--- config.mk ---
export PLATFORM = sky130hd
export DESIGN_NAME = matrix_mem_flat
export DESIGN_NICKNAME = d
export VERILOG_FILES = /design/src/matrix_fetch_pkg.sv /design/src/mem_rd_if.sv /design/src/matrix_mem.sv /design/src/flat_wrapper.sv
export SDC_FILE = /design/constraint.sdc
export NUM_CORES = 2
export LEC_CHECK = 0
export BUFFER_PORTS_ARGS = -buffer_cell sky130_fd_sc_hd__buf_2
export CAP_MARGIN = 10
export CELL_PAD_IN_SITES_DETAIL_PLACEMENT = 1
export CELL_PAD_IN_SITES_GLOBAL_PLACEMENT = 1
export CORE_MARGIN = 1
export CORE_UTILIZATION = 30
export CTS_CLUSTER_DIAMETER = 50
export DETAILED_ROUTE_END_ITERATION = 12
export PLACE_DENSITY = 0.57
export SLEW_MARGIN = 20
export SYNTH_ARGS = -nofsm -noshare
export SYNTH_HDL_FRONTEND = slang
export SYNTH_SLANG_ARGS = --single-unit
--- constraint.sdc ---
create_clock -name CLK -period 7.66 [get_ports CLK]
set_input_delay 1.532 -clock CLK [delete_from_list [all_inputs] [get_ports CLK]]
set_output_delay 1.532 -clock CLK [all_outputs]
set_load 0.02 [all_outputs]
--- src/matrix_fetch_pkg.sv ---
`default_nettype none

package matrix_fetch_pkg;

    // Element and bus widths
    localparam int WORD_W   = 16;
    localparam int INDEX_W  = 16;               // One coordinate half
    localparam int COORD_W  = 2 * INDEX_W;
    localparam int RESULT_W = 3 * WORD_W;

    typedef logic [WORD_W-1:0]   word_t;        // One matrix element
    typedef logic [INDEX_W-1:0]  index_t;       // Row or column index
    typedef logic [COORD_W-1:0]  coord_t;       // Row in 31:16, column in 15:0
    typedef logic [RESULT_W-1:0] result_t;

    // Bit 0 selects a three element fetch, bit 1 picks the column direction
    typedef enum logic [1:0] {
        MODE_SINGLE = 2'b00,
        MODE_ROW    = 2'b01,
        MODE_COL    = 2'b11
    } fetch_mode_t;

    // One queued command, 34 bits
    typedef struct packed {
        coord_t      base;
        fetch_mode_t mode;
    } fetch_req_t;

endpackage

`default_nettype wire

--- src/mem_rd_if.sv ---
`timescale 1ns/1ps
`default_nettype none

// Read port of the matrix memory, data follows rd_en by one cycle
interface mem_rd_if import matrix_fetch_pkg::*; ();

    logic   rd_en;
    coord_t rd_addr;
    word_t  rd_data;
    logic   rd_valid;

    modport master (
        output rd_en,
        output rd_addr,
        input  rd_data,
        input  rd_valid
    );

    modport slave (
        input  rd_en,
        input  rd_addr,
        output rd_data,
        output rd_valid
    );

endinterface

`default_nettype wire

--- src/matrix_mem.sv ---
`timescale 1ns/1ps
`default_nettype none

module matrix_mem import matrix_fetch_pkg::*; #(
    parameter int ROW_BITS = 4,
    parameter int COL_BITS = 4
) (
    input  logic    CLK,
    input  logic    wr_en,
    input  coord_t  wr_addr,
    input  word_t   wr_data,
    mem_rd_if.slave rd
);

    localparam int IDX_W   = ROW_BITS + COL_BITS;
    localparam int ENTRIES = 2 ** IDX_W;

    word_t            mem [ENTRIES];
    logic [IDX_W-1:0] wr_idx;
    logic [IDX_W-1:0] rd_idx;

    // Low bits of each half, so coordinates wrap at the matrix edge
    assign wr_idx = {wr_addr[INDEX_W +: ROW_BITS], wr_addr[0 +: COL_BITS]};
    assign rd_idx = {rd.rd_addr[INDEX_W +: ROW_BITS], rd.rd_addr[0 +: COL_BITS]};

    always_ff @(posedge CLK) begin
        if (wr_en) begin
            mem[wr_idx] <= wr_data;
        end
    end

    // Registered read, valid one cycle after the request
    always_ff @(posedge CLK) begin
        rd.rd_valid <= rd.rd_en;
        if (rd.rd_en) begin
            rd.rd_data <= mem[rd_idx];
        end
    end

endmodule

`default_nettype wire

--- src/flat_wrapper.sv ---
// flat-port wrapper written by rule: the top's interface ports become plain ports
module matrix_mem_flat import matrix_fetch_pkg::*;
#(
    parameter int ROW_BITS = 4,
    parameter int COL_BITS = 4
)
  (CLK, wr_en, wr_addr, wr_data, rd_rd_en, rd_rd_addr, rd_rd_data, rd_rd_valid);
  mem_rd_if rd_i ();
  input  logic CLK;
  input  logic wr_en;
  input  coord_t wr_addr;
  input  word_t wr_data;
  input wire logic [$bits(rd_i.rd_en)-1:0] rd_rd_en;
  input wire logic [$bits(rd_i.rd_addr)-1:0] rd_rd_addr;
  output wire logic [$bits(rd_i.rd_data)-1:0] rd_rd_data;
  output wire logic [$bits(rd_i.rd_valid)-1:0] rd_rd_valid;
  assign rd_i.rd_en = rd_rd_en;
  assign rd_i.rd_addr = rd_rd_addr;
  assign rd_rd_data = rd_i.rd_data;
  assign rd_rd_valid = rd_i.rd_valid;
  matrix_mem #(.ROW_BITS(ROW_BITS), .COL_BITS(COL_BITS)) u_core (.CLK(CLK), .wr_en(wr_en), .wr_addr(wr_addr), .wr_data(wr_data), .rd(rd_i));
endmodule
### Word level (Yosys, flattened, before mapping)

Memories as Yosys holds them, arrays and structs flattened. A register that Yosys moved wholly into a read port is not among the register bits.
Index checks and enable logic that the tools add are counted.

* register bits: 1
* memory bits (writable): 4096
* memories kept: 1

* mux-type cells: 2

Memories
* u_core.mem: words 256, bits a word 16, read ports 1, clocked after Yosys merged registers in 1, write ports 1, line matrix_mem.sv:18 `word_t mem [ENTRIES];`

Operators with widths (number)
* 2-to-1 mux 1 bit: 2

### Longest topological paths before layout

* word-level depth: 2
* mapped depth: 13

### Least setup slack after synthesis

Ideal clock, no wire load.

* path kind: in2reg
* start point: input port rd_rd_addr[1]
* end point: register u_core.rd.rd_data[10] (read register of u_core.mem) (data pin)
* library setup time: 255 ps
* arrival: 3608 ps
* path slack: 3797 ps
* cell stages on the path: 9
* path buffers: 4
* path through: clkbuf_2 > buf_2 > buf_2 > clkbuf_1 > mux4_2 > mux4_2 > a22oi_1 > nand3_1 > and3_1

RTL lines
* start: declaration: line flat_wrapper.sv:14 `input wire logic [$bits(rd_i.rd_addr)-1:0] rd_rd_addr;`
* end: declaration: line mem_rd_if.sv:22 `output rd_data,`

==> impl_metrics.csv <==
group,metric,value,unit
run_status,status,"finished clean",
job,maxCapViolations,0,
cts,cts_setup_buffers,0,
detailed_routing,vias,78900,
detailed_routing,drc,0,
cts,clock_latency,1.03,ns
placed_design,dp_cells,14400,
power_and_ir_drop,ir_drop,0.000210,V
sta,finalSetupViolations,0,
grt,grt_pass1_vias,81700,
floorplan,die_area,0.536,mm2
detailed_routing,detail_route.wl_per_cell,30.4,um
critical_path,rr_startpoint,"u_core.mem[98][4]",
critical_path,cp_data_arrival_time,6.24,ns
sta,finalClockSkew,0.0468,ns
critical_path,crit_top_cell,"buf_4",
hold_path,hold_class,"in2reg",
cts,h-tree-depth,5,
detailed_routing,firstDrtPassIters,5,
yosys,synthesis.area,0.160,mm2
yosys,yosysWarningCount,0,
floorplan,pin_count,100,
critical_path,crit_start,"rd_rd_addr[1]",
yosys,synth_seq_cells,4113,
yosys,ys_types,69,
detailed_routing,drtAntennaViolNets,0,
sta,tns,0,ns
floorplan,core_area,0.530,mm2
sta,grt_setup_unrepaired,"false",
yosys,yosysSeqAreaShare,77.2,%
critical_path,worst_setup_path_end_kind,"register",
finish,fin_nets,7927,
critical_path,cp_cell_sequence,"buf_8 -> nor2_4 -> buf_4 -> buf_4 -> a221oi_1 -> o21ai_0 -> nand4_1 -> nor3_1 -> o311a_1 -> and3_1",
critical_path,critPathKind,"in2reg",
sta,slew_headroom,12.2,%
critical_path,cp_slowest_cell,"nor3_1",
critical_path,worstPathRequired,8.52,ns
sta,worst_pin_slew,1.32,ns
detailed_routing,drt_iter0_markers,8560,
power_and_ir_drop,power.leakage,0.0569,uW
placed_design,port_buffers,51,
yosys,synth-main-ff-cell,"edfxtp_1",
finish,final_cells,15200,
yosys,async_reset_ff_share,0,%
critical_path,worst-path-buf-inv,3,
yosys,synth.most_common_cell,"edfxtp_1",
cts,clock-root-buffer,"clkbuf_16",
grt,grt_overflow,0,
floorplan,floorplan.initialDensity,30.2,%
yosys,synth_top_area_share,77.1,%
critical_path,cp_max_fo,48,
cts,tritoncts,"done",
sta,hold_viol_final,0,
yosys,synth-edff-count,4112,
grt,grt_usage,16.7,%
placed_design,place.gp.congestion,0.811,
yosys,synth_nets,7520,
cts,hold_buffers,0,
critical_path,critPathLaunchType,"primary input",
detailed_routing,avgViaCountPerCell,5.18,
finish,area_growth,15.3,%
yosys,yosys-top-cells-count,"edfxtp_1, mux4_2, mux2i_1",
grt,grt_max_degree,192,
yosys,syn_inst,7437,
cts,path_clk_slew,0.06,ns
grt,antenna_found_initial,40,
floorplan,die_w,732,um
finish,multi_input_area,0.0341,mm2
cts,cts.sink_count,4113,
detailed_routing,drt_wl_total,463000,um
power_and_ir_drop,power.density,263,mW/mm2
critical_path,reg2reg_slack,3.90,ns
finish,fillers,51500,
sta,max_freq,186,MHz
hold_path,min_from,"wr_data[12]",
cts,cts_buffer_depth,4,
finish,drive_gt1_share,27.3,%
placed_design,hpwl,278000,um
grt,grt_first_pass_wirelength,643000,um
sta,period_share,70.3,%
yosys,syn_area_per_cell,21.5,um2
floorplan,rows,267,
critical_path,critical-path-top-delay-family,"simple AND/OR/NAND/NOR gates",
yosys,yosysTopAreaCell,"edfxtp_1",
sta,drv_slew,0,
floorplan,die_h,732,um
critical_path,max_stage_delay,1.06,ns
sta,finalCriticalPeriod,5.38,ns
finish,seqCellArea,0.123,mm2
cts,cts_resized,0,
cts,numCtsBuffers,440,
yosys,ys_top_cells_by_area,"edfxtp_1, mux4_2, mux2i_1",
==> cells in the final DEF (no fill, tap or decap), drive strengths merged, types with 4 or more instances in the layout <==
master    instances
mux2            156
nand3            61
a21oi           113
buf             424
bufinv           48
a2111oi           4
o311a             4
o32ai             4
nand2           126
clkinvlp         32
nand4            25
clkinv          171
a221oi          118
a32oi             5
or3               5
o2bb2ai           5
o221ai          118
nor4             15
mux2i           398
nor2b            10
mux4            857
o21ai            73
nor2            352
clkbuf          522
o211ai            4
a22oi            56
o22ai           121
a211o            10
o311ai            4
a22o             11
a211oi           25
and3             20
or4               7
inv              36
nor3            120
edfxtp         4112
diode            15
==> flip-flops by register name (all words and copies together), names as in the netlist <==
register / count
u_core.rd.rd_data: 16
u_core.rd.rd_valid: 1
u_core.mem: 4096
==> cell type report <==
class | instances | area share [%]
clock inverter | 283 | 1.60
antenna | 15 | 0.0203
tap | 6994 | 4.74
clock buffer | 522 | 6.17
timing repair buffer | 424 | 2.01
inverter | 4 | 0.0163
sequential | 4113 | 66.9
multi-input combinational | 2861 | 18.5
==> path summary, 6_finish.rpt <==
path                      endpoint  cells after the start
max           u_core.rd.rd_data[4]                     10
min             u_core.mem[54][12]                      1
max reg2reg   u_core.rd.rd_data[4]                      7
min reg2reg  u_core.rd.rd_data[14]                      5
==> routing by layer <==
metal	track usage [%]	part of all wire [%]
met5	0	0.027
met4	5.01	3.0
met3	3.04	6.4
met2	27.5	48
met1	22.5	42
==> cell families after synthesis <==
kind of cell	share of synthesized area, %
AO/OA/AOI/OAI	3.09
buffers and inverters	1.92
flip-flops	77.2
multiplexers	15.7
AND/OR/NAND/NOR	2.12
==> power by group <==
| group | internal, uW | switching (uW) | leakage [uW] | total [uW] |
|---|---|---|---|---|
| clock network | 12300 | 9000 | 0.00694 | 21300 |
| registers | 24800 | 40.2 | 0.0370 | 24900 |
| logic | 769 | 1620 | 0.0130 | 2380 |
==> stage by stage <==
step	setup slack [ns]	hold WS [ns]	utilization (%)	total power (uW)	instance area, um2
2_1_floorplan	3.80	0.977	-	26600	160000
3_3_place_gp	1.18	1.15	32.0	27700	170000
3_5_place_dp	1.19	1.12	32.1	27800	170000
4_1_cts	2.28	0.893	34.8	48900	184000
5_1_grt	2.34	0.927	34.8	49700	184000
6_report	2.28	0.919	34.8	48500	184000
Note: power is estimated with default switching activity, not from simulation.
