**src/matrix_fetch_pkg.sv**
```systemverilog
`default_nettype none

package matrix_fetch_pkg;

    // Element and bus widths
    localparam int WORD_W   = 16;
    localparam int INDEX_W  = 16;               // One coordinate half
    localparam int COORD_W  = 2 * INDEX_W;
    localparam int RESULT_W = 3 * WORD_W;

    typedef logic [WORD_W-1:0]   word_t;        // One matrix element
    typedef logic [INDEX_W-1:0]  index_t;       // Row or column index
    typedef logic [COORD_W-1:0]  coord_t;       // Row in 31:16, column in 15:0
    typedef logic [RESULT_W-1:0] result_t;

    // Bit 0 selects a three element fetch, bit 1 picks the column direction
    typedef enum logic [1:0] {
        MODE_SINGLE = 2'b00,
        MODE_ROW    = 2'b01,
        MODE_COL    = 2'b11
    } fetch_mode_t;

    // One queued command, 34 bits
    typedef struct packed {
        coord_t      base;
        fetch_mode_t mode;
    } fetch_req_t;

endpackage

`default_nettype wire

```
**src/req_fifo.sv**
```systemverilog
`timescale 1ns/1ps
`default_nettype none

module req_fifo import matrix_fetch_pkg::*; #(
    parameter int REQ_DEPTH = 4
) (
    input  logic       CLK,
    input  logic       rst_n,
    input  logic       push,
    input  fetch_req_t push_req,
    input  logic       pop,
    output fetch_req_t head,
    output logic       empty,
    output logic       credit_return
);

    localparam int PTR_W = (REQ_DEPTH > 1) ? $clog2(REQ_DEPTH) : 1;
    localparam int CNT_W = $clog2(REQ_DEPTH + 1);

    fetch_req_t       entries [REQ_DEPTH];
    logic [PTR_W-1:0] wr_ptr;
    logic [PTR_W-1:0] rd_ptr;
    logic [CNT_W-1:0] count;
    logic             do_pop;

    assign empty         = (count == '0);
    assign do_pop        = pop && !empty;
    assign credit_return = do_pop;      // Credit leaves in the pop cycle
    assign head          = entries[rd_ptr];

    // Pointers wrap explicitly so any depth works
    always_ff @(posedge CLK) begin
        if (!rst_n) begin
            wr_ptr <= '0;
            rd_ptr <= '0;
            count  <= '0;
        end else begin
            if (push) begin
                wr_ptr <= (wr_ptr == PTR_W'(REQ_DEPTH - 1)) ? '0 : wr_ptr + 1'b1;
            end
            if (do_pop) begin
                rd_ptr <= (rd_ptr == PTR_W'(REQ_DEPTH - 1)) ? '0 : rd_ptr + 1'b1;
            end
            case ({push, do_pop})
                2'b10:   count <= count + 1'b1;
                2'b01:   count <= count - 1'b1;
                default: count <= count;        // Idle or push with pop
            endcase
        end
    end

    // Storage, credits keep it from overflowing
    always_ff @(posedge CLK) begin
        if (push) begin
            entries[wr_ptr] <= push_req;
        end
    end

endmodule

`default_nettype wire

```
**config.mk**
```make
export PLATFORM = sky130hd
export DESIGN_NAME = req_fifo
export DESIGN_NICKNAME = d
export VERILOG_FILES = /design/src/matrix_fetch_pkg.sv /design/src/req_fifo.sv
export SDC_FILE = /design/constraint.sdc
export NUM_CORES = 1
export LEC_CHECK = 0
export BUFFER_PORTS_ARGS = -buffer_cell sky130_fd_sc_hd__buf_2
export CAP_MARGIN = 5
export CORE_MARGIN = 2
export CORE_UTILIZATION = 33
export DETAILED_ROUTE_END_ITERATION = 8
export GPL_ROUTABILITY_DRIVEN = 0
export SLEW_MARGIN = 10
export SYNTH_ARGS = -nofsm -noshare
export SYNTH_HDL_FRONTEND = slang
export SYNTH_SLANG_ARGS = --single-unit
```
**constraint.sdc**
```tcl
create_clock -name CLK -period 2.05 [get_ports CLK]
set_clock_uncertainty 0.1 [all_clocks]
set_input_delay 0.205 -clock CLK [delete_from_list [all_inputs] [get_ports CLK]]
set_output_delay 0.205 -clock CLK [all_outputs]
set_load 0.01 [all_outputs]
```
[Word-level counts from Yosys, hierarchy flattened]
Memories as Yosys holds them, arrays and structs flattened. A register that Yosys moved wholly into a read port is not among the register bits.
Index checks and enable logic that the tools add are counted.
W data, S select, Z words.
Word-level totals
  register bits: 7
  bits in latches: 0
  bits in writable memories: 136
  ROM bits: 0
  bits of input ports: 38
  word-level logic and storage cells: 23
  memories kept: 1
Memories
  entries: depth 4, width 34, rd ports 1, clocked after Yosys merged registers in 1, write ports 1, RTL line req_fifo.sv:20  | fetch_req_t entries [REQ_DEPTH];
Operators by class
  add/subtract/negate cells: 4
  $mul: 0
  div/mod/pow operators: 0
  magnitude comparators: 0
  eq/ne operators: 4
  shift-type cells: 0
  multiplexer cells: 7
  bitwise operators: 0
  reduce and logical (&&, ||, !) cells: 4
Operators by type and width (number)
  $mux W2: 4
  $eq A2 B2 Y1 const B: 3
  $pmux W3 S2: 1
  $add A2 B1 Y2 const B: 2
  $add A3 B1 Y3 const B: 1
  $logic_not A3 Y1: 1
  $sub A3 B1 Y3 const B: 1
  $eq A2 B1 Y1 const B: 1
  $mux W1: 2
  $reduce_bool A2 Y1: 1
  $logic_and A1 B1 Y1: 1
  $logic_not A1 Y1: 1

[Depth between registers and ports, before layout]
  depth after elaboration: 5
  depth in mapped cells: 8
  mapped depth without buffers: 8

[Worst setup path after synthesis]
OpenSTA, ideal clock, no wires.
  kind: register to register
  start: register count[1]
  end: register count[2]
  library setup time: 0.076 ns
  arrival time: 1.829 ns
  slack: 0.046 ns
  stages on the path, launching flop included: 9
  period minus slack after synthesis: 2.004 ns
  path through: dfxtp_1 o31ai_1 inv_1 ha_1 inv_1 fa_1 xor2_1 or3_1 a21boi_0
On the way
  cells in the longest elaborated chain, start to end: 5
  elaborated cells on any way between the ends: 9
  classes of those cells: add/sub: 2; eq/ne: 2; mux: 1; reduce/logical: 4
Ends and longest elaborated chain
  start: declaration: RTL line req_fifo.sv:23  | logic [CNT_W-1:0] count;
  start signal: assignment: RTL line req_fifo.sv:45  | 2'b10: count <= count + 1'b1;
  start signal: assignment: RTL line req_fifo.sv:46  | 2'b01: count <= count - 1'b1;
  start signal: assignment: RTL line req_fifo.sv:47  | default: count <= count;
  $logic_not A3 Y1 (*): RTL line req_fifo.sv:26  | assign empty = (count == '0);
  $logic_not A1 Y1 (*): RTL line req_fifo.sv:27  | assign do_pop = pop && !empty;
  $logic_and A1 B1 Y1 (*): RTL line req_fifo.sv:27
  named net credit_return: RTL line req_fifo.sv:14  | output logic credit_return
  $eq A2 B1 Y1 or $eq A2 B2 Y1 (tied branches): RTL line req_fifo.sv:44  | case ({push, do_pop})
  $pmux W3 S2 or $reduce_bool A2 Y1 (tied branches)
Mark *: on every way through the listed nets, which the timed path passes. The rest lies on a longest branch.
A chain may end at the register's enable or synchronous reset.

==> key figures <==
Critical path
  – Worst path max stage delay: 530 ps
  – Worst Setup EP: head[10]
  – Worst-case reg-to-reg path depth: 8
  – CP Buf/Inv Count: 3
  – Family with the most delay on the worst path: multiplexers
  – Reg2Reg Setup Slack: 130 ps
  – Crit path launch type: flop
  – Worst Path Required: 1750 ps
  – RR Startpoint: count[0]
  – Worst path slowest cell: mux4_2
  – Arrival time at the worst endpoint: 1760 ps
  – Crit-path max FO: 8
  – Stages on the worst setup path: 4
  – CP Class: flop to primary output
  – Worst-path cell chain: buf_12 > buf_16 > mux4_2 > buf_6
  – CP Capture Type: primary output
  – Reg-to-Reg End: count[2]

Place
  – Cell area after placement: 0.00605 mm^2
  – HPWL after DPL: 5.39 mm
  – PortBufs: 73

Drt
  – DRT Pass-1 Iters: 4
  – Post-DR vias/cell: 4.46
  – Drt total wl: 9.99 mm
  – Via count: 2616
  – Initial DRC Count: 145
  – WL/cell: 17.0 um
  – ANT nets after route: 0
  – DRC: 0

Timing
  – Max_slew headroom: 35.3%
  – Slew Viols, Final: 0
  – Achievable Freq: 485 MHz
  – Setup Viol. Count Final: 9
  – Worst slew pin tran: 971 ps
  – RSZ-0062 raised after global routing: true
  – Final period util: 101%
  – Fin. Hold Viols: 0
  – Worst setup margin: -10.7 ps
  – Post-route minimum period: 2060 ps

CTS
  – Clk root buf: clkbuf_16
  – Clk_lat worst skew: 410 ps
  – CTS tree: done
  – H-tree depth: 4
  – CTS sink count: 145
  – Reg clk slew, reported paths: 60 ps
  – Maximum clock insertion buffer count: 2
  – Num CTS Buffers: 17

Synthesis
  – Syn Area/Cell: 23.8 um^2
  – Ys async rst share: 0%
  – Ys flop type: edfxtp_1
  – Synthesized Nets: 273
  – Synth warnings: 0
  – Flops & latches, synth: 145
  – Post-synth EDFFs: 136
  – Synth Instances: 228
  – Synth cell types: 26
  – Synthesized area: 0.00542 mm^2
  – Register area share after synthesis: 78.7%

Die
  – Ports: 74
  – Initial core utilization: 34.0%
  – Die Wd: 132 um
  – Core area: 0.0159 mm^2
  – Die outline area: 0.0175 mm^2
  – Num rows: 46
  – Die height: 132 um

Global route
  – Initial antenna violation count: 0
  – Largest net degree at the start of global routing: 35
  – Gr usage total: 12.4%
  – GRT Residual Overflow: 0
  – Number of global-route vias before repair: 2882
  – First-pass GRT wire length: 15.9 mm

Power and ir drop
  – Pwr per Cell Area: 1160 mW/mm^2
  – Peak VDD IR: 0.000575 V
  – Total Power: 0.00834 W
  – Lkg Pwr: 2.48 nW

Run
  – Max-cap viol count: 0

Final layout
  – Storage element area: 0.00427 mm^2
  – Filler cells: 1383
  – Diode count: 0
  – Nets@finish: 402
  – Area of the multi-input gates: 0.00104 mm^2
  – Layout cell share with drive strength beyond 1: 40.5%
  – Area grow syn2layout: 33.1%
  – Finished Cell Area: 0.00721 mm^2

Run status
  – Failing checks: setup timing
  – Status: finished with violations

Min path
  – Hold WC Path Type: input pin to flop
  – Min-delay src: push
[timing repair]
item / in CTS / in global routing
resized for setup: 15 / 16
cloned: 3 / 0
pin swaps: 0 / 0
hold endpoints to repair: 138 / 0
setup buffers: 1 / 0
endpoints found under the setup margin: 34 / 29
hold buffers: 35 / 0
[flip-flops by register name (all words and copies together), names as in the netlist, named ones only]
name	flops
entries	136
wr_ptr	2
count	3
rd_ptr	2
[synthesized netlist by cell type, types with 2 or more instances]
library cell | instances | area share [%]
and2_1 | 6 | 0.69
buf_12 | 3 | 1.1
buf_2 | 3 | 0.28
dfxtp_1 | 9 | 3.3
edfxtp_1 | 136 | 75
ha_1 | 6 | 1.4
inv_1 | 7 | 0.49
mux4_1 | 4 | 1.9
mux4_2 | 30 | 12
nand2_1 | 3 | 0.21
nand3_1 | 2 | 0.18
nor2b_1 | 2 | 0.23
o21ai_0 | 4 | 0.37
[where the power goes]
part           internal (W)  switching (W)  leakage [nW]
sequential          0.00341      0.0000723          1.33
clock               0.00189        0.00114         0.275
combinational       0.00104       0.000787         0.877
[through the flow]
stage / util [%] / setup TNS [ps] / setup WS, ps / hold slack [ps] / instances
6_report: 45.2 / -31.7 / -10.7 / 35.9 / 586
5_1_grt: 45.2 / -1450 / -80.7 / 87.8 / 586
4_1_cts: 44.9 / -754 / -50.8 / 17.4 / 586
3_5_place_dp: 38.0 / 0 / 47.8 / 323 / 515
3_3_place_gp: 38.0 / 0 / 155 / 318 / 515
2_1_floorplan: - / 0 / 45.8 / 204 / 228
[how the worst min path moves through the flow]
stage               slack (ps)       endpoint  cells past startpoint
floorplan                  200  entries[0][0]                      0
global placement           320  entries[2][3]                      1
detailed placement         320  entries[0][3]                      1
CTS                         20      wr_ptr[1]                      3
global route                90      wr_ptr[1]                      3
finish                      40      wr_ptr[1]                      3
[cells in the final DEF, fill, tap and decap left out, drive strengths merged, types with 2 or more instances in the layout]
cell and count:
edfxtp 136, buf 83, dlygate4sd3 35, mux4 34
clkbuf 19, dfxtp 9, inv 8, clkinv 7
ha 6, and2 6, o21ai 4, nand2 3
bufinv 3, nor2b 2, nand3 2, clkinvlp 2
[cell type report]
cell class              instances  area share, %
clock buffers                  19           6.00
well taps                     216           3.75
flip-flops and latches        145           59.3
repair buffers                118           14.2
clock inverters                13           1.98
inverters                       7          0.364
multi-input cells              68           14.4
[logic make-up (layout without fill, tap and decap cells)]
group | count (synthesis) | count (layout) | synth area share (%)
simple gates | 17 | 17 | 1.73
compound gates | 7 | 7 | 0.739
fa+ha+maj | 7 | 7 | 1.76
mux | 35 | 35 | 14.6
xor+xnor | 2 | 2 | 0.323
buf+inv | 15 | 157 | 2.15
flops | 145 | 145 | 78.7
[metal layers]
metal / wire length, um / vias up / track usage, %
li1: - / 1204 / -
met1: 4390 / 1337 / 15.1
met2: 4990 / 61 / 20.4
met3: 453 / 14 / 4.38
met4: 145 / 0 / 4.71
met5: 0 / - / 0
[tightest hold or removal path, stage by stage]
cell and delay (ps):
buf_2 130, mux2i_1 80, nor2b_1 100
Power figures use the tool's default switching activity.
