**config.mk**
```make
export PLATFORM = sky130hd
export DESIGN_NAME = matrix_fetch_flat
export DESIGN_NICKNAME = d
export VERILOG_FILES = /design/src/matrix_fetch_pkg.sv /design/src/mem_rd_if.sv /design/src/matrix_fetch.sv /design/src/flat_wrapper.sv
export SDC_FILE = /design/constraint.sdc
export NUM_CORES = 1
export LEC_CHECK = 0
export ABC_AREA = 1
export ABC_CLOCK_PERIOD_IN_PS = 4960
export BUFFER_PORTS_ARGS = -buffer_cell sky130_fd_sc_hd__buf_2
export CAP_MARGIN = 5
export CORE_AREA = 2 2 108 110
export CTS_CLUSTER_DIAMETER = 50
export DETAILED_ROUTE_END_ITERATION = 7
export DIE_AREA = 0 0 110 112
export PLACE_DENSITY = 0.64
export SYNTH_ARGS = -nofsm -noshare
export SYNTH_HDL_FRONTEND = slang
export SYNTH_SLANG_ARGS = --single-unit
```
**constraint.sdc**
```tcl
create_clock -name CLK -period 4.96 [get_ports CLK]
set_input_delay 0.248 -clock CLK [delete_from_list [all_inputs] [get_ports CLK]]
set_output_delay 0.248 -clock CLK [all_outputs]
set_load 0.005 [all_outputs]
```
**src/matrix_fetch_pkg.sv**
```systemverilog
`default_nettype none

package matrix_fetch_pkg;

    // Element and bus widths
    localparam int WORD_W   = 16;
    localparam int INDEX_W  = 16;               // One coordinate half
    localparam int COORD_W  = 2 * INDEX_W;
    localparam int RESULT_W = 3 * WORD_W;

    typedef logic [WORD_W-1:0]   word_t;        // One matrix element
    typedef logic [INDEX_W-1:0]  index_t;       // Row or column index
    typedef logic [COORD_W-1:0]  coord_t;       // Row in 31:16, column in 15:0
    typedef logic [RESULT_W-1:0] result_t;

    // Bit 0 selects a three element fetch, bit 1 picks the column direction
    typedef enum logic [1:0] {
        MODE_SINGLE = 2'b00,
        MODE_ROW    = 2'b01,
        MODE_COL    = 2'b11
    } fetch_mode_t;

    // One queued command, 34 bits
    typedef struct packed {
        coord_t      base;
        fetch_mode_t mode;
    } fetch_req_t;

endpackage

`default_nettype wire

```
**src/mem_rd_if.sv**
```systemverilog
`timescale 1ns/1ps
`default_nettype none

// Read port of the matrix memory, data follows rd_en by one cycle
interface mem_rd_if import matrix_fetch_pkg::*; ();

    logic   rd_en;
    coord_t rd_addr;
    word_t  rd_data;
    logic   rd_valid;

    modport master (
        output rd_en,
        output rd_addr,
        input  rd_data,
        input  rd_valid
    );

    modport slave (
        input  rd_en,
        input  rd_addr,
        output rd_data,
        output rd_valid
    );

endinterface

`default_nettype wire

```
**src/matrix_fetch.sv**
```systemverilog
`timescale 1ns/1ps
`default_nettype none

module matrix_fetch import matrix_fetch_pkg::*; (
    input  logic       CLK,
    input  logic       rst_n,
    input  fetch_req_t fifo_req,
    input  logic       fifo_empty,
    output logic       fifo_pop,
    mem_rd_if.master   rd,
    output logic       rsp_valid,
    output result_t    rsp_data
);

    typedef enum logic [2:0] {
        IDLE,
        ISSUE,      // One read per cycle
        WAIT,       // Single word still in flight
        COLLECT,    // Tail of a three word burst
        DONE
    } state_t;

    state_t     state;
    state_t     next_state;
    fetch_req_t cmd_q;
    logic [1:0] issue_cnt;      // Reads sent so far
    logic [1:0] data_cnt;       // Words returned so far
    logic [1:0] last_slot;
    logic       is_single;
    index_t     base_row;
    index_t     base_col;
    index_t     step;
    result_t    result_q;

    assign is_single = (cmd_q.mode == MODE_SINGLE);
    assign last_slot = is_single ? 2'd0 : 2'd2;
    assign base_row  = cmd_q.base[COORD_W-1:INDEX_W];
    assign base_col  = cmd_q.base[INDEX_W-1:0];
    assign step      = index_t'(issue_cnt);

    assign fifo_pop  = (state == IDLE) && !fifo_empty;

    // Read address steps along the row or down the column, 16-bit wrap
    assign rd.rd_en = (state == ISSUE);
    always_comb begin
        case (cmd_q.mode)
            MODE_ROW: rd.rd_addr = {base_row, base_col + step};
            MODE_COL: rd.rd_addr = {base_row + step, base_col};
            default:  rd.rd_addr = cmd_q.base;
        endcase
    end

    always_comb begin
        next_state = state;
        case (state)
            IDLE: begin
                if (!fifo_empty) next_state = ISSUE;
            end
            ISSUE: begin
                if (issue_cnt == last_slot) begin
                    next_state = is_single ? WAIT : COLLECT;
                end
            end
            WAIT, COLLECT: begin
                if (rd.rd_valid && data_cnt == last_slot) next_state = DONE;
            end
            DONE:    next_state = IDLE;
            default: next_state = IDLE;
        endcase
    end

    always_ff @(posedge CLK) begin
        if (!rst_n) begin
            state     <= IDLE;
            issue_cnt <= '0;
            data_cnt  <= '0;
        end else begin
            state <= next_state;
            if (fifo_pop) begin
                issue_cnt <= '0;
                data_cnt  <= '0;
            end else begin
                if (state == ISSUE && issue_cnt != last_slot) begin
                    issue_cnt <= issue_cnt + 1'b1;
                end
                if (rd.rd_valid) data_cnt <= data_cnt + 1'b1;
            end
        end
    end

    // Command and result payload
    always_ff @(posedge CLK) begin
        if (fifo_pop) cmd_q <= fifo_req;
        if (rd.rd_valid) begin
            result_q[data_cnt * WORD_W +: WORD_W] <= rd.rd_data;  // By arrival order
        end
    end

    assign rsp_valid = (state == DONE);
    assign rsp_data  = is_single ?
                       {{(RESULT_W - WORD_W){result_q[WORD_W-1]}}, result_q[WORD_W-1:0]} :
                       result_q;

endmodule

`default_nettype wire

```
**src/flat_wrapper.sv**
```systemverilog
// flat-port wrapper written by rule: the top's interface ports become plain ports
module matrix_fetch_flat import matrix_fetch_pkg::*;
  (CLK, rst_n, fifo_req, fifo_empty, fifo_pop, rsp_valid, rsp_data, rd_rd_en, rd_rd_addr, rd_rd_data, rd_rd_valid);
  mem_rd_if rd_i ();
  input  logic CLK;
  input  logic rst_n;
  input  fetch_req_t fifo_req;
  input  logic fifo_empty;
  output logic fifo_pop;
  output logic rsp_valid;
  output result_t rsp_data;
  output wire logic [$bits(rd_i.rd_en)-1:0] rd_rd_en;
  output wire logic [$bits(rd_i.rd_addr)-1:0] rd_rd_addr;
  input wire logic [$bits(rd_i.rd_data)-1:0] rd_rd_data;
  input wire logic [$bits(rd_i.rd_valid)-1:0] rd_rd_valid;
  assign rd_rd_en = rd_i.rd_en;
  assign rd_rd_addr = rd_i.rd_addr;
  assign rd_i.rd_data = rd_rd_data;
  assign rd_i.rd_valid = rd_rd_valid;
  matrix_fetch u_core (.CLK(CLK), .rst_n(rst_n), .fifo_req(fifo_req), .fifo_empty(fifo_empty), .fifo_pop(fifo_pop), .rd(rd_i), .rsp_valid(rsp_valid), .rsp_data(rsp_data));
endmodule
```
[Word level (Yosys, flattened, before mapping)]
Index checks and enable logic that the tools add are counted.
Storage, ports and cells
  register bits after elaboration: 89
  output and inout port bits: 83
  input bits: 54
Cells by class
  equality and inequality tests: 12
  reductions and logical operators: 9
  mux-type cells: 9
  add/sub/neg operators: 5
  bitwise logic cells: 1
  shifts and indexed selects: 2
Operator list (count)
  $pmux W32 S2: 1
  $bwmux W48: 1
  $mux W48: 1
  $shift A16 B34 Y48 const A: 1
  $shiftx A16 B34 Y48: 1
  $neg A6 Y34: 1
  $add A16 B2 Y16: 2
  $mux W3: 3
  $pmux W3 S3: 1
  $eq A3 B2 Y1 const B: 2
  $add A2 B1 Y2 const B: 2
  $eq A2 B2 Y1: 2
  $ne A2 B1 Y1 const B: 2
  $reduce_or A2 Y1: 2
  $eq A3 B1 Y1 const B: 1
  $eq A3 B3 Y1 const B: 1
  $logic_and A1 B1 Y1: 3
  $logic_not A3 Y1: 1
  $reduce_and A3 Y1: 1
  $eq A2 B1 Y1 const B: 1
  $eq A2 B2 Y1 const B: 1
  $logic_not A2 Y1: 1
  $mux W2: 1
  $ne A2 B2 Y1: 1
  4 further kinds: 4

[Logic depth before layout (Yosys ltp)]
Gate-level depths: netlist (run 1).
  depth in word-level cells: 6
  gate-level depth with buffers: 10

[Worst setup path after synthesis (run 1)]
Ideal clock, no wire load.
  kind: flip-flop to flip-flop
  start point: register u_core.state[0]
  end point: register u_core.cmd_q (netlist bit u_core.base_col[0]) (enable)
  arrival: 2014 ps
  path buffers: 0
  cell stages (with the launch flop): 4
  path slack: 2518 ps
  required time: 4532 ps
  cells stage by stage: dfxtp_1 -> inv_1 -> nand3_1 -> nor2_1
On the way
  cells in the longest elaborated chain, start to end: 2
RTL lines
  start, declared: RTL line matrix_fetch.sv:23  | state_t state;
  start signal, assigned: RTL line matrix_fetch.sv:78  | state <= next_state;
  $logic_not A3 Y1: RTL line matrix_fetch.sv:41  | assign fifo_pop = (state == IDLE) && !fifo_empty;
  $logic_and A1 B1 Y1: RTL line matrix_fetch.sv:41
  net fifo_pop: RTL line flat_wrapper.sv:9  | output logic fifo_pop;
  end signal, assigned: RTL line matrix_fetch.sv:93  | if (fifo_pop) cmd_q <= fifo_req;
  end, declared: RTL line matrix_fetch.sv:25  | fetch_req_t cmd_q;
The timed path passes the listed nets, and every way through them passes these cells.
A chain may end at the register's enable or synchronous reset.

[Worst setup path after layout (run 1)]
  start point: register u_core.issue_cnt[0]
  end point: output rd_rd_addr[30]
On the way
  cells in the longest elaborated chain, start to end: 2
RTL lines
  start, declared: RTL line matrix_fetch.sv:26  | logic [1:0] issue_cnt;
  start signal, assigned: RTL line matrix_fetch.sv:84  | issue_cnt <= issue_cnt + 1'b1;
  $add A16 B2 Y16: RTL line matrix_fetch.sv:48  | MODE_COL: rd.rd_addr = {base_row + step, base_col};
  $pmux W32 S2: RTL line matrix_fetch.sv:46  | case (cmd_q.mode)
  end, declared: RTL line flat_wrapper.sv:13  | output wire logic [$bits(rd_i.rd_addr)-1:0] rd_rd_addr;
Every way passes these cells.

==> flow_metrics.tcl, run 1 <==
set metrics [dict create \
    wl_mm 10.5 \
    status "finished clean" \
    final_common_cell "nand2_1" \
    hpwl_mm 7.73 \
    tritoncts "built" \
    cts-root-buf "clkbuf_16" \
    n_fill_cell 1055 \
    clkSinkCount 89 \
    cpMaxStageDelayCell "fa_1" \
    die_h_um 112 \
    period_needed_ns 2.45 \
    fin_worst_skew_ns 0.00411 \
    crit_path_frequent_cell "nand2_1" \
    fp.dieArea_um2 12300 \
    areaGrowthSynthToFinish_pct 22.5 \
    finalSetupTns_ns 0 \
    final_cell_mix "nand2_1, buf_2, edfxtp_1, nor2_1, inv_1" \
    total_leakage_power_nw 2.65 \
    firstDrtPassIters 4 \
    maxCapViolations 0 \
    grt_overflow 0 \
    finalSetupViolations 0 \
    numCtsBuffers 9 \
    drtIter0Drc 268 \
    grt_util_all_layers 0.176 \
    period_share 0.495 \
    rows 39 \
    ir_worst_vdd_uv 256 \
    path_buf_inv 3 \
    ant_nets 0 \
    grt_pass1_wl_mm 16.7 \
    critical_path_class "reg2out" \
    coreArea_um2 11200 \
    drcViolationCount 0 \
    end_kind "output port" \
    crit_family "adder cells" \
    clock_path_buffers 2 \
    num_io_pins 137 \
    grt_start_max_net_pins 36 \
    path_cells "ha_1 -> inv_1 -> fa_1 -> nor2_8 -> nand4_4 -> inv_2 -> nand2_2 -> nor2_1 -> nand2_1 -> nand2_1 -> buf_2" \
    drive_gt1_frac 0.276 \
    synth.distinct_cells 31 \
    syn_inst 494 \
    cts_resized 0 \
    syn-num-nets 558 \
    synth_seq_cells 89 \
    stdcell_count 764 \
    dp_cells 747 \
    required_ns 4.71 \
    cpPeakStageDelay_ns 0.45 \
    hold_viol 0 \
    syn_avg_cell_area_um2 9.27 \
    numPortBuffers 136 \
    die_x_um 110 \
    yosysSeqAreaShare 0.568 \
    antenna_found_initial 1 \
    slew_headroom 0.324 \
    grt_pass1_vias 3482 \
    syn-cell-area_um2 4580 \
    path_max_fanout 5 \
    fin_util 0.502 \
    cp.arrival_ns 2.21 \
    worstMarginPinSlew_ns 1.01 \
    finalNetCount 679 \
    globalplace.congestion 0.836 \
    ctsHoldBuffers 0 \
    via_per_inst 4.72 \
    clkLatencyLatePin_ns 0.34 \
    power_density_nw_per_um2 371 \
    max_freq_mhz 408 \
    grt_setup_unrepaired "no" \
    hold_class "in2reg" \
    vias 3604 \
    cp-start-kind "flip-flop" \
    start_util 0.410 \
    yosysWarningCount 0 \
    routedWlPerCell_um 13.8 \
    htree_levels 3 \
    slew_viol_final 0 \
    clkTransAtPathRegs_ns 0.06 \
    post-cts-setup-buffers 0 \
]
-- kinds of logic after synthesis --
| kind of cell | after synthesis | synth area share |
|---|---|---|
| flops | 89 | 0.568 |
| buf+inv | 83 | 0.0828 |
| compound gates | 14 | 0.0172 |
| simple gates | 275 | 0.257 |
| xor+xnor | 23 | 0.0440 |
| fa+ha+maj | 10 | 0.0306 |
-- synthesized netlist by cell type (all sizes together) --
| master | number | share of area |
|---|---|---|
| ha | 8 | 0.022 |
| xnor2 | 8 | 0.015 |
| dfxtp | 7 | 0.031 |
| o21bai | 1 | 0.0016 |
| xor2 | 15 | 0.029 |
| fa | 2 | 0.0087 |
| nor2 | 83 | 0.074 |
| nand4 | 8 | 0.016 |
| edfxtp | 82 | 0.54 |
| nand2 | 158 | 0.13 |
| o211ai | 1 | 0.0016 |
| clkbuf | 4 | 0.0033 |
| buf | 22 | 0.033 |
| a21oi | 6 | 0.0074 |
| inv | 57 | 0.047 |
| o21ai | 6 | 0.0066 |
| nand3 | 20 | 0.025 |
| nor3 | 6 | 0.0098 |
-- report_power, final --
group | switching, W | internal (W)
logic | 0.000239 | 0.000140
registers | 0.0000495 | 0.000907
clock network | 0.000296 | 0.000450
total | 0.000584 | 0.00150
-- cell type report --
cell class	instances	area, um^2	share of cell area
timing repair buffer	136	681	0.121
clock inverter	6	98.8	0.0176
tap	143	179	0.0319
antenna	1	2.50	0.000446
sequential	89	2600	0.464
multi-input combinational	322	1610	0.286
clock buffer	10	229	0.0408
inverter	57	214	0.0381
-- through the flow --
| step | power (W) | hold slack (ns) | setup slack, ns | area [um^2] |
|---|---|---|---|---|
| floorplan | 0.00120 | 0.347 | 2.52 | 4580 |
| global placement | 0.00134 | 0.427 | 2.89 | 5280 |
| detailed placement | 0.00135 | 0.426 | 2.87 | 5280 |
| CTS | 0.00210 | 0.0612 | 2.49 | 5610 |
| global route | 0.00219 | 0.0628 | 2.33 | 5610 |
| finish | 0.00208 | 0.0755 | 2.51 | 5610 |
-- per-layer routing --
| metal | vias up | wire, um | GRT usage |
|---|---|---|---|
| met4 | 0 | 118 | 0.0540 |
| met2 | 141 | 5100 | 0.281 |
| met3 | 11 | 779 | 0.0603 |
| met5 | - | 0 | 0 |
| met1 | 1653 | 4540 | 0.226 |
| li1 | 1799 | - | - |
-- sequential cells by signal (all words and copies together), names as in the netlist --
register / flops
u_core.base_row: 16
u_core.cmd_q: 2
u_core.issue_cnt: 2
u_core.data_cnt: 2
u_core.base_col: 16
u_core.state: 3
u_core.result_q: 48
-- path summary, 6_finish.rpt --
path                    endpoint                 from  slack [ns]  depth (start not counted)
max               rd_rd_addr[30]  u_core.issue_cnt[0]        2.51                         11
min              u_core.cmd_q[1]          fifo_req[1]        0.08                          1
max reg2reg   u_core.base_row[2]      u_core.state[0]        3.16                          3
min reg2reg  u_core.issue_cnt[0]  u_core.issue_cnt[0]        0.54                          2
Note: power is estimated with default switching activity, not from simulation.
==> run 2, diff against run 1 <==
Settings changed: ABC_AREA 1 to 0, ABC_CLOCK_PERIOD_IN_PS 4960 to 2029, CORE_AREA 2 2 108 110 to 2 2 104 106, DIE_AREA 0 0 110 112 to 0 0 106 108, PLACE_DENSITY 0.64 to 0.68.
Clock period 4.96 ns to 2.03 ns, I/O delays scaled along.
==> run 2 against run 1 <==
  * Largest power group unchanged
  * First-iteration DRC count shrank 43%
  * The flow now finishes with violations (negative setup slack)
  * Power grew 100%
  * Area after synthesis shrank 7.0%
  * Worst setup slack lost 2.7 ns
  * Critical path type unchanged
  * Cell count shrank 14%
  * Wire length is essentially flat
  * Sequential power grew 130%
  * Global-route usage shrank 0.32 points
  * Register-to-register slack lost 2.9 ns
  * Utilization grew 8.7 points
  * Largest cell class unchanged
  * Highest routed layer unchanged
==> flow_metrics.tcl, run 2 <==
set metrics [dict create \
    required_ns 1.93 \
    grt_start_max_net_pins 33 \
    cp.arrival_ns 2.08 \
    yosysMostFrequentCell "edfxtp_1" \
    via_per_inst 4.78 \
    htree_levels 3 \
    yosysWarningCount 0 \
    drtIter0Drc 154 \
    slew_headroom 0.426 \
    worstMarginPinSlew_ns 0.862 \
    reg2reg_depth 4 \
    regArea_um2 2610 \
    fin_ws_ns -0.151 \
    num_io_pins 137 \
    synth_commonest_cells "edfxtp_1, and2_1, a21o_1, xnor2_1" \
    regMostFlops "u_core.result_q" \
    grt_overflow 0 \
    grt_util_all_layers 0.173 \
    antenna_found_initial 0 \
    yosysSeqAreaShare 0.611 \
    max_freq_mhz 459 \
    routedWlPerCell_um 16.1 \
    period_share 1.07 \
    maxCapViolations 0 \
    hold_class "in2reg" \
    drive_gt1_frac 0.428 \
    hold_viol 0 \
    critical_path.startpoint "u_core.issue_cnt[0]" \
    postLayoutCellArea_um2 6030 \
    power_density_nw_per_um2 704 \
    place_ws_ns 0.0468 \
    diodes 0 \
    grt_setup_unrepaired "yes" \
    ant_nets 0 \
    areaGrowthSynthToFinish_pct 41.5 \
    grt_pass1_wl_mm 15.1 \
    die_h_um 108 \
    drcViolationCount 0 \
    total_leakage_power_nw 2.63 \
    die_x_um 106 \
    largest_reg_flops 48 \
    ff2ff_setup_slack_ns 0.22 \
    ys.flop_type "edfxtp_1" \
    r2r_start "u_core.data_cnt[1]" \
    syn-cell-area_um2 4260 \
    wl_mm 10.5 \
    final_common_cell "buf_2" \
    synth_enable_flop_cells 82 \
    numPortBuffers 136 \
    reg2reg_to "u_core.result_q[16]" \
    finalNetCount 578 \
    placed_area_um2 5060 \
    rows 37 \
    violations "negative setup slack" \
    cts-root-buf "clkbuf_8" \
    n_fill_cell 826 \
    multi_input_area_um2 1650 \
    clkSinkCount 89 \
    synth_area_leaders "edfxtp_1, and2_1, a21o_1" \
    slew_viol_final 0 \
    syn_avg_cell_area_um2 12.9 \
    cp-start-kind "flip-flop" \
    fp.dieArea_um2 11400 \
    hpwl_mm 6.57 \
    ir_worst_vdd_uv 394 \
    clock_path_buffers 2 \
    total_power_w 0.00424 \
    coreArea_um2 10200 \
    synth.distinct_cells 36 \
    fin_worst_skew_ns 0.0148 \
    path_max_fanout 5 \
    firstDrtPassIters 4 \
    yosys.area.top_type_share 0.578 \
    critical_path_class "reg2out" \
    status "finished, violations left" \
    grt_pass1_vias 3108 \
    critPathCapture "rd_rd_addr[22]" \
    finalSetupViolations 31 \
    globalplace.congestion 0.741 \
    numCtsBuffers 9 \
    syn-num-nets 394 \
    clkLatencyLatePin_ns 0.37 \
    synth_seq_cells 89 \
    period_needed_ns 2.18 \
    tritoncts "built" \
    final_cell_mix "buf_2, edfxtp_1, and2_1, dlygate4sd3_1, a21o_1" \
    async_flop_share 0 \
    syn_inst 330 \
    end_kind "output port" \
    synth_top_area_cell "edfxtp_1" \
    start_util 0.416 \
    clkTransAtPathRegs_ns 0.11 \
    vias 3130 \
]
[run 2: cell types whose count changed after synthesis, moves of 17 or more]
cell     before  now
xnor2_1       8   25
a21o_1        0   32
nand2_1     154   16
inv_1        53    8
and2_1        0   51
nor2_1       79   11
[run 2: logic make-up after synthesis]
kind of cell,synth area share
and+or+nand+nor,0.167
DFF,0.611
AOI/OAI and AO/OA,0.0690
buffers and inverters,0.0461
xor gates and xnor gates,0.0637
adders and majority gates,0.0329
muxes,0.0103
[run 2: per-stage QoR]
| stage | cells | hold slack (ns) | util | TNS, ns |
|---|---|---|---|---|
| floorplan | 330 | 0.200 | - | -0.0785 |
| global placement | 583 | 0.279 | 0.495 | 0 |
| detailed placement | 583 | 0.280 | 0.495 | 0 |
| CTS | 639 | 0.00654 | 0.559 | -0.222 |
| global route | 655 | 0.0142 | 0.589 | -5.87 |
| finish | 655 | 0.0212 | 0.589 | -1.14 |
[run 2: worst max-delay path, cell delays in order, from the launching register on]
cell and delay [ns]:
dfxtp_4 0.38, ha_2 0.18, inv_2 0.04, fa_2 0.36
nor3_4 0.22, buf_4 0.17, nand2_4 0.05, xnor2_2 0.16
buf_2 0.15
[run 2: metal layers]
layer  up-vias  part of all wire  global-route usage
met2       130              0.49               0.289
met4         0             0.016              0.0714
met5         -                 0                   0
met1      1461              0.42               0.205
met3        13             0.078              0.0615
li1       1526                 -                   -
[run 2: worst min-delay path by stage]
stage,startpoint,endpoint,slack (ns),depth (start not counted)
global placement,fifo_req[6],u_core.base_col[4],0.28,1
floorplan,fifo_req[2],u_core.base_col[0],0.20,0
CTS,rd_rd_data[6],u_core.result_q[22],0.007,2
global route,rd_rd_data[11],u_core.result_q[27],0.01,2
detailed placement,fifo_req[1],u_core.cmd_q[1],0.28,1
finish,rd_rd_data[6],u_core.result_q[22],0.02,2
[run 2: final cells by class]
class	count	area share
clock buffers	9	0.0206
well taps	136	0.0282
inverters	8	0.00498
flip-flops and latches	89	0.433
multi-input cells	206	0.275
repair buffers	200	0.223
clock inverters	7	0.0158
[run 2: power breakdown]
part | internal, W | total [W] | switching [W]
logic | 0.000368 | 0.000695 | 0.000327
registers | 0.00213 | 0.00221 | 0.0000736
clock network | 0.000608 | 0.00134 | 0.000734
total | 0.00311 | 0.00424 | 0.00113
[run 2: what timing repair did]
| item | CTS | global route |
|---|---|---|
| cloned | 0 | 3 |
| setup buffers | 6 | 13 |
| hold buffers | 34 | 0 |
| setup endpoints to repair | 23 | 75 |
| gates resized for setup | 14 | 30 |
| endpoints found under the hold margin | 34 | 0 |
| pin swaps | 7 | 16 |
